--- config.mk ---
export PLATFORM = sky130hd
export DESIGN_NAME = owm_master
export DESIGN_NICKNAME = d
export VERILOG_FILES = /design/src/design/owm_bus_pkg.sv /design/src/design/owm_cmd_pkg.sv /design/src/design/owm_master.sv /design/src/design/owm_rsp_stage.sv /design/src/design/owm_line_io.sv /design/src/design/owm_slot_engine.sv /design/src/design/owm_byte_sequencer.sv /design/src/design/owm_cmd_intake.sv
export SDC_FILE = /design/constraint.sdc
export NUM_CORES = 1
export LEC_CHECK = 0
export CAP_MARGIN = 20
export CORE_ASPECT_RATIO = 1.75
export CORE_MARGIN = 2
export CORE_UTILIZATION = 55
export DETAILED_ROUTE_END_ITERATION = 8
export DONT_BUFFER_PORTS = 1
export PLACE_DENSITY = 0.7
export SLEW_MARGIN = 25
export SYNTH_ARGS = -nofsm -noshare
export SYNTH_HDL_FRONTEND = slang
export SYNTH_SLANG_ARGS = --single-unit
--- constraint.sdc ---
create_clock -name MR -period 2.9 [get_ports MR]
set_input_delay 0.58 -clock MR [delete_from_list [all_inputs] [get_ports MR]]
set_output_delay 0.58 -clock MR [all_outputs]
set_load 0.01 [all_outputs]
--- src/design/owm_bus_pkg.sv ---
`default_nettype none

package owm_bus_pkg;

  localparam int owm_num_lines = 8;

  typedef logic [2:0] owm_line_t;
  typedef logic [7:0] owm_tick_t;

  typedef enum logic [1:0] {
    owm_slot_reset  = 2'd0,
    owm_slot_write0 = 2'd1,
    owm_slot_write1 = 2'd2,
    owm_slot_read   = 2'd3
  } owm_slot_e;

  // Slot timing counts clock cycles and is scaled down for simulation
  localparam owm_tick_t owm_reset_low       = 8'd48;
  localparam owm_tick_t owm_presence_sample = 8'd60;
  localparam owm_tick_t owm_reset_total     = 8'd96;
  localparam owm_tick_t owm_write0_low      = 8'd12;
  localparam owm_tick_t owm_short_low       = 8'd2;
  localparam owm_tick_t owm_bit_sample      = 8'd6;
  localparam owm_tick_t owm_bit_total       = 8'd16;
  localparam int        owm_sync_stages     = 2;

  typedef struct packed {
    owm_slot_e kind;
    owm_line_t line;
  } owm_slot_req_t;

endpackage

`default_nettype wire
--- src/design/owm_cmd_pkg.sv ---
`default_nettype none

package owm_cmd_pkg;

  typedef logic [7:0] owm_byte_t;

  typedef enum logic [1:0] {
    owm_op_reset = 2'd0,
    owm_op_write = 2'd1,
    owm_op_read  = 2'd2
  } owm_op_e;

  typedef struct packed {
    owm_op_e               op;
    owm_bus_pkg::owm_line_t line;
    owm_byte_t             data;
  } owm_cmd_t;

  // Write responses carry the read-back levels in data
  typedef struct packed {
    owm_op_e               op;
    owm_bus_pkg::owm_line_t line;
    owm_byte_t             data;
    logic                  presence;
  } owm_rsp_t;

endpackage

`default_nettype wire

--- src/design/owm_master.sv ---
`timescale 1ns/1ps
`default_nettype none

module owm_master (
  input  wire                                   MR,
  input  wire                                   CLK,
  input  wire                                   cmd_valid,
  input  owm_cmd_pkg::owm_cmd_t                 cmd,
  output logic                                  cmd_ready,
  output logic                                  rsp_valid,
  output owm_cmd_pkg::owm_rsp_t                 rsp,
  input  wire                                   rsp_ready,
  output logic [owm_bus_pkg::owm_num_lines-1:0] dq_t,
  input  wire  [owm_bus_pkg::owm_num_lines-1:0] dq_i
);

  logic                       next_valid, next_ready;
  owm_cmd_pkg::owm_cmd_t      next_cmd;
  logic                       slot_valid, slot_ready, slot_done, slot_bit;
  owm_bus_pkg::owm_slot_req_t slot_req;
  owm_bus_pkg::owm_line_t     line_sel;
  logic                       bus_low, line_level;
  logic                       rsp_in_valid, rsp_in_ready;
  owm_cmd_pkg::owm_rsp_t      rsp_in;

  owm_cmd_intake i_owm_cmd_intake (
    .MR, .CLK, .cmd_valid, .cmd, .cmd_ready, .next_valid, .next_cmd, .next_ready
  );

  owm_byte_sequencer i_owm_byte_sequencer (
    .MR, .CLK, .next_valid, .next_cmd, .next_ready, .slot_valid, .slot_req, .slot_ready,
    .slot_done, .slot_bit, .rsp_in_valid, .rsp_in, .rsp_in_ready
  );

  owm_slot_engine i_owm_slot_engine (
    .MR, .CLK, .slot_valid, .slot_req, .slot_ready, .slot_done, .slot_bit, .line_sel,
    .bus_low, .line_level
  );

  owm_line_io i_owm_line_io (
    .MR, .CLK, .line_sel, .bus_low, .dq_i, .dq_t, .line_level
  );

  owm_rsp_stage i_owm_rsp_stage (
    .MR, .CLK, .rsp_in_valid, .rsp_in, .rsp_in_ready, .rsp_valid, .rsp, .rsp_ready
  );

endmodule

`default_nettype wire

--- src/design/owm_rsp_stage.sv ---
`timescale 1ns/1ps
`default_nettype none

module owm_rsp_stage (
  input  wire                   MR,
  input  wire                   CLK,
  input  wire                   rsp_in_valid,
  input  owm_cmd_pkg::owm_rsp_t rsp_in,
  output logic                  rsp_in_ready,
  output logic                  rsp_valid,
  output owm_cmd_pkg::owm_rsp_t rsp,
  input  wire                   rsp_ready
);

  logic                  full_q;
  owm_cmd_pkg::owm_rsp_t word_q;

  assign rsp_in_ready = !full_q || rsp_ready;
  assign rsp_valid    = full_q;
  assign rsp          = word_q;

  always_ff @(posedge MR or negedge CLK) begin
    if (!CLK) begin
      full_q <= 1'b0;
    end else if (rsp_in_valid && rsp_in_ready) begin
      full_q <= 1'b1;
    end else if (rsp_ready) begin
      full_q <= 1'b0; // Word taken by the host
    end
  end

  always_ff @(posedge MR) begin
    if (rsp_in_valid && rsp_in_ready) word_q <= rsp_in;
  end

endmodule

`default_nettype wire

--- src/design/owm_line_io.sv ---
`timescale 1ns/1ps
`default_nettype none

module owm_line_io (
  input  wire                                     MR,
  input  wire                                     CLK,
  input  owm_bus_pkg::owm_line_t                  line_sel,
  input  wire                                     bus_low,
  input  wire  [owm_bus_pkg::owm_num_lines-1:0]   dq_i,
  output logic [owm_bus_pkg::owm_num_lines-1:0]   dq_t,
  output logic                                    line_level
);

  logic [owm_bus_pkg::owm_sync_stages-1:0] sync_q;

  // Only the selected line may be pulled low; the rest float high
  always_comb begin
    for (int i = 0; i < owm_bus_pkg::owm_num_lines; i++) begin
      dq_t[i] = !(bus_low && (line_sel == owm_bus_pkg::owm_line_t'(i)));
    end
  end

  always_ff @(posedge MR or negedge CLK) begin
    if (!CLK) begin
      sync_q <= '1; // Released level
    end else begin
      sync_q <= {sync_q[owm_bus_pkg::owm_sync_stages-2:0], dq_i[line_sel]};
    end
  end

  assign line_level = sync_q[owm_bus_pkg::owm_sync_stages-1];

endmodule

`default_nettype wire

--- src/design/owm_slot_engine.sv ---
`timescale 1ns/1ps
`default_nettype none

module owm_slot_engine (
  input  wire                         MR,
  input  wire                         CLK,
  input  wire                         slot_valid,
  input  owm_bus_pkg::owm_slot_req_t  slot_req,
  output logic                        slot_ready,
  output logic                        slot_done,
  output logic                        slot_bit,
  output owm_bus_pkg::owm_line_t      line_sel,
  output logic                        bus_low,
  input  wire                         line_level
);

  typedef enum logic [1:0] {
    eng_idle,
    eng_active,
    eng_finish
  } eng_state_e;

  eng_state_e             state_q;
  owm_bus_pkg::owm_tick_t cnt_q;
  owm_bus_pkg::owm_slot_e kind_q;
  owm_bus_pkg::owm_line_t line_q;
  logic                   bit_q;
  owm_bus_pkg::owm_tick_t low_len;
  owm_bus_pkg::owm_tick_t sample_pt;
  owm_bus_pkg::owm_tick_t last_pt;

  // Sample and end points include the synchronizer latency
  always_comb begin
    case (kind_q)
      owm_bus_pkg::owm_slot_reset: begin
        low_len   = owm_bus_pkg::owm_reset_low;
        sample_pt = owm_bus_pkg::owm_tick_t'(owm_bus_pkg::owm_presence_sample
                                             + owm_bus_pkg::owm_sync_stages);
        last_pt   = owm_bus_pkg::owm_tick_t'(owm_bus_pkg::owm_reset_total
                                             + owm_bus_pkg::owm_sync_stages - 2);
      end
      default: begin
        low_len   = (kind_q == owm_bus_pkg::owm_slot_write0) ? owm_bus_pkg::owm_write0_low
                                                             : owm_bus_pkg::owm_short_low;
        sample_pt = owm_bus_pkg::owm_tick_t'(owm_bus_pkg::owm_bit_sample
                                             + owm_bus_pkg::owm_sync_stages);
        last_pt   = owm_bus_pkg::owm_tick_t'(owm_bus_pkg::owm_bit_total
                                             + owm_bus_pkg::owm_sync_stages - 2);
      end
    endcase
  end

  assign slot_ready = (state_q == eng_idle);
  assign slot_done  = (state_q == eng_finish);
  assign slot_bit   = bit_q;
  assign line_sel   = line_q;
  assign bus_low    = (state_q == eng_active) && (cnt_q < low_len);

  always_ff @(posedge MR or negedge CLK) begin
    if (!CLK) begin
      state_q <= eng_idle;
      cnt_q   <= '0;
    end else begin
      case (state_q)
        eng_idle: if (slot_valid) begin
          state_q <= eng_active;
          cnt_q   <= '0;
        end
        eng_active: begin
          cnt_q <= cnt_q + 8'd1;
          if (cnt_q == last_pt) state_q <= eng_finish; // Finish cycle completes the slot
        end
        default: state_q <= eng_idle;
      endcase
    end
  end

  always_ff @(posedge MR) begin
    if (state_q == eng_idle && slot_valid) begin
      kind_q <= slot_req.kind;
      line_q <= slot_req.line;
    end
    if (state_q == eng_active && cnt_q == sample_pt) begin
      // A low line during a reset slot means a device answered
      bit_q <= (kind_q == owm_bus_pkg::owm_slot_reset) ? !line_level : line_level;
    end
  end

endmodule

`default_nettype wire

--- src/design/owm_byte_sequencer.sv ---
`timescale 1ns/1ps
`default_nettype none

module owm_byte_sequencer (
  input  wire                         MR,
  input  wire                         CLK,
  input  wire                         next_valid,
  input  owm_cmd_pkg::owm_cmd_t       next_cmd,
  output logic                        next_ready,
  output logic                        slot_valid,
  output owm_bus_pkg::owm_slot_req_t  slot_req,
  input  wire                         slot_ready,
  input  wire                         slot_done,
  input  wire                         slot_bit,
  output logic                        rsp_in_valid,
  output owm_cmd_pkg::owm_rsp_t       rsp_in,
  input  wire                         rsp_in_ready
);

  typedef enum logic [1:0] {
    seq_idle,
    seq_request,
    seq_wait,
    seq_respond
  } seq_state_e;

  seq_state_e             state_q;
  logic [2:0]             bit_cnt_q;
  owm_cmd_pkg::owm_op_e   op_q;
  owm_bus_pkg::owm_line_t line_q;
  owm_cmd_pkg::owm_byte_t shift_q;
  logic                   presence_q;

  assign next_ready   = (state_q == seq_idle);
  assign slot_valid   = (state_q == seq_request);
  assign rsp_in_valid = (state_q == seq_respond);

  always_comb begin
    slot_req.line = line_q;
    case (op_q)
      owm_cmd_pkg::owm_op_reset: slot_req.kind = owm_bus_pkg::owm_slot_reset;
      owm_cmd_pkg::owm_op_write: slot_req.kind = shift_q[0] ? owm_bus_pkg::owm_slot_write1
                                                            : owm_bus_pkg::owm_slot_write0;
      default:                   slot_req.kind = owm_bus_pkg::owm_slot_read;
    endcase
  end

  assign rsp_in = '{op: op_q, line: line_q, data: shift_q, presence: presence_q};

  always_ff @(posedge MR or negedge CLK) begin
    if (!CLK) begin
      state_q   <= seq_idle;
      bit_cnt_q <= '0;
    end else begin
      case (state_q)
        seq_idle: if (next_valid) begin
          state_q   <= seq_request;
          bit_cnt_q <= '0;
        end
        seq_request: if (slot_ready) state_q <= seq_wait;
        seq_wait: if (slot_done) begin
          if (op_q == owm_cmd_pkg::owm_op_reset || bit_cnt_q == 3'd7) begin
            state_q <= seq_respond;
          end else begin
            state_q   <= seq_request;
            bit_cnt_q <= bit_cnt_q + 3'd1;
          end
        end
        default: if (rsp_in_ready) state_q <= seq_idle;
      endcase
    end
  end

  // Written bits leave from bit 0 while sampled bits enter at bit 7
  always_ff @(posedge MR) begin
    if (state_q == seq_idle && next_valid) begin
      op_q       <= next_cmd.op;
      line_q     <= next_cmd.line;
      shift_q    <= (next_cmd.op == owm_cmd_pkg::owm_op_reset) ? '0 : next_cmd.data;
      presence_q <= 1'b0;
    end else if (state_q == seq_wait && slot_done) begin
      if (op_q == owm_cmd_pkg::owm_op_reset) begin
        presence_q <= slot_bit;
      end else begin
        shift_q <= {slot_bit, shift_q[7:1]};
      end
    end
  end

endmodule

`default_nettype wire

--- src/design/owm_cmd_intake.sv ---
`timescale 1ns/1ps
`default_nettype none

module owm_cmd_intake (
  input  wire                   MR,
  input  wire                   CLK,
  input  wire                   cmd_valid,
  input  owm_cmd_pkg::owm_cmd_t cmd,
  output logic                  cmd_ready,
  output logic                  next_valid,
  output owm_cmd_pkg::owm_cmd_t next_cmd,
  input  wire                   next_ready
);

  logic                  full_q;
  owm_cmd_pkg::owm_cmd_t entry_q;

  assign cmd_ready  = !full_q || next_ready; // Room now or entry leaves this cycle
  assign next_valid = full_q;
  assign next_cmd   = entry_q;

  always_ff @(posedge MR or negedge CLK) begin
    if (!CLK) begin
      full_q <= 1'b0;
    end else if (cmd_valid && cmd_ready) begin
      full_q <= 1'b1;
    end else if (next_ready) begin
      full_q <= 1'b0;
    end
  end

  always_ff @(posedge MR) begin
    if (cmd_valid && cmd_ready) begin
      entry_q <= cmd;
    end
  end

endmodule

`default_nettype wire

==> impl_results.md <==
- Post-CTS setup buffers: 0
- CP max stage cell: edfxtp_1
- Clk slew on worst S/H paths: 0.08 ns
- Power per cell area: 998 nW/µm²
- Worst EP arrival: between 2 and 2.5 ns
- Status: completed
- Vias in the first global route: 1,801
- Global route overflow: 0
- DRT iter0 DRCs: 70
- RSZ-0062 raised after global routing: no
- Post-DR wirelength/cell: 18.8 µm
- CTS max path bufs: 2
- Metal-1 WL: 1900 µm
- Total number of vias: 1,727
- Final Cycle Share: 0.931
- Die Span X: ~59 µm
- Ys async rst share: 0.288
- Final net count: 261
- Total wire length: about 5400 µm
- Max IR drop VDD: 0.000601 V
- Hold Violations, Final: 0
- Core area: between 4000 and 5000 µm²
- HP Class: primary input to async pin
- H-Tree Depth: 3
- Area Growth Syn to Fin: 9.32%
- CP Capture Type: primary output
- Ys flop type: edfxtp_1
- Worst EP required: 2.32 ns
- Relative slew slack: 0.477
- Count of cell types in the netlist: 45
- Initial antenna violation count: 0
- Design Power: roughly 3.1 mW
- Cells after synthesis: 220
- Crit-path leading delay family: simple AND/OR/NAND/NOR gates
- Slew Limit Fails: 0
- Worst skew pair latency: 0.34 ns
- Footprint of the multi-input gates: 926 µm²
- Post-route DRC: 0
- Clk sinks: 66
- Seq. cell area: 1880 µm²
- Crit start category: flop
- MaxCap Viol Count: 0
- Die Y: 99.4 µm
- Post-detail-place hpwl: 4070 µm
- Critical path buffer and inverter count: 1
- Nets in the synthesized netlist: ~250
- CTS tree: done
- ANT cells: 0
- First-pass DRT Iterations: 4
- Worst setup margin: slightly above 0.2 ns
- Vias per Instance: 6.02
- Tot GR Track Use: 0.207
- FF-to-FF path depth: 2
- Detail Route Antenna Nets: 0
- GP Congestion: 0.883
- Clk_skew: 0.00585 ns
- Clock buffer count from CTS: 9
- Final setup violation count: 0
- Boundary Pins: 49
- Critical path depth in cells: 5
- Layout cells sized above 1: 0.146
- Slowest Stage Delay on Critical Path: 0.42 ns
- Top layer reached by signal wires: met4
- Leak pwr: 1.22 nW
- Final Critical Period: around 2.7 ns
- Syn Area/Cell: 13.0 µm²
- Crit path cell chain: nor2_2 > inv_1 > ha_1 > a211oi_4 > nand4_1
- Ranking of synthesized cells by area: edfxtp_1, dfrtp_1, nand2_1
- First-pass GRT wire length: 8640 µm
- Pre-CTS WS: 0.490 ns
- EDFF count, synth: 46
- Largest net degree at the start of global routing: 18
- Fin Setup TNS: 0 ns
- Cell Area, Synth: 2860 µm²
- Die ar.: around 5800 µm²
- Routed length on met2: around 3000 µm
- Yosys top cell by area: edfxtp_1
- #FFs+latches synth: between 60 and 70
- Worst Max-Slew Pin Slew: 0.782 ns
- Row Count: 34
- Root Buffer: clkbuf_8
- Met3 WL: 217 µm
- Crit Path Category: flop to primary output
- Synth top area share: 0.483
- IO buf count: 0
- Synth warn: 0
- Max frequency: 371 MHz
- Max FO, Critical Path: 8
- Share of the yosys chip area belonging to registers: 0.657
- Initial Util: 0.574
- Fillers: 374
[state kept, by name (all words and copies together), names as in the netlist, 3 cells and up]
register	cells
i_owm_cmd_intake.next_cmd	13
i_owm_slot_engine.cnt_q	8
i_owm_slot_engine.line_sel	3
i_owm_byte_sequencer.line_q	3
i_owm_rsp_stage.rsp	14
i_owm_byte_sequencer.shift_q	8
i_owm_byte_sequencer.bit_cnt_q	3
[power breakdown]
group | leakage (nW) | internal [mW] | total, mW | switching, mW
registers | 0.668 | 1.31 | 1.55 | 0.234
logic | 0.451 | 0.285 | 0.807 | 0.522
clock network | 0.100 | 0.404 | 0.767 | 0.363
total | 1.22 | 2.00 | 3.12 | 1.12
[cell usage in the layout (no fill, tap or decap), drive strengths merged, types with 5 or more instances in the layout]
master   n
edfxtp  46
nand2   32
nor2    21
dfrtp   17
nand3   13
o21ai   10
clkbuf   9
inv      9
ha       8
nor3     6
nand4    5
xnor2    5
nor2b    5
[worst register-to-register path, stage by stage (launching register included)]
cell     delay [ns]
dfrtp_1        0.50
o21ai_0        0.51
and2_1         0.54
[layout make-up]
cell class              instances  area share
inverters                       7     0.00841
repair buffers                  3     0.00801
clock inverters                 7      0.0248
well taps                      54      0.0216
flip-flops and latches         66       0.601
multi-input cells             141       0.296
clock buffers                   9      0.0396
[synthesized netlist by cell type, types with 2 or more instances]
cell type	number
inv_1	6
ha_1	8
a21o_1	4
edfxtp_1	46
mux4_2	2
nor2_1	21
xnor2_1	5
nand4_1	5
nor2b_1	4
nand4b_1	3
nor3_1	5
nand3_1	13
dfrtp_1	17
o21ai_0	10
dfstp_2	2
nand2b_1	2
a211oi_1	3
buf_2	3
buf_1	2
and2_1	2
mux2i_1	2
nand2_1	32
[layer usage]
layer / global-route usage / vias to the layer above
met5: 0 / -
met4: 0.134 / 0
met3: 0.0663 / 21
met2: 0.349 / 59
met1: 0.214 / 830
li1: - / 817
[worst paths after layout]
| check | from | to | slack [ns] |
|---|---|---|---|
| setup / recovery | i_owm_slot_engine.kind_q[0] | dq_t[3] | 0.20 |
| hold / removal | CLK | i_owm_line_io.sync_q[0] | 0.07 |
| setup reg to reg | i_owm_byte_sequencer.state_q[0] | i_owm_cmd_intake.next_cmd[0] | 0.99 |
| hold reg to reg | i_owm_line_io.sync_q[0] | i_owm_line_io.sync_q[1] | 0.37 |
| max in group asynchronous | CLK | i_owm_slot_engine.cnt_q[0] | 1.65 |
| min in group MR | cmd[3] | i_owm_cmd_intake.next_cmd[3] | 0.33 |
[per-stage QoR]
stage / hold WS (ns) / utilization / cells / cell area (µm²)
global route: 0.0420 / 0.628 / 287 / 3130
CTS: 0.0478 / 0.627 / 287 / 3120
global placement: 0.285 / 0.585 / 270 / 2910
finish: 0.0726 / 0.628 / 287 / 3130
floorplan: 0.284 / - / 220 / 2860
detailed placement: 0.285 / 0.585 / 270 / 2910
[cells by family after synthesis]
kind of cell,count (synthesis),synth area share
and+or+nand+nor,97,0.175
DFF,66,0.657
AOI/OAI and AO/OA,25,0.0683
buffers and inverters,13,0.0197
adders and majority gates,8,0.0350
xor gates and xnor gates,6,0.0184
muxes,5,0.0267
[repair_timing]
action	4_1_cts	5_1_grt
endpoints found under the hold margin	17	0
resized for setup	0	1
endpoints found under the setup margin	0	8
hold buffers	1	0
Note: power is estimated with default switching activity, not from simulation.
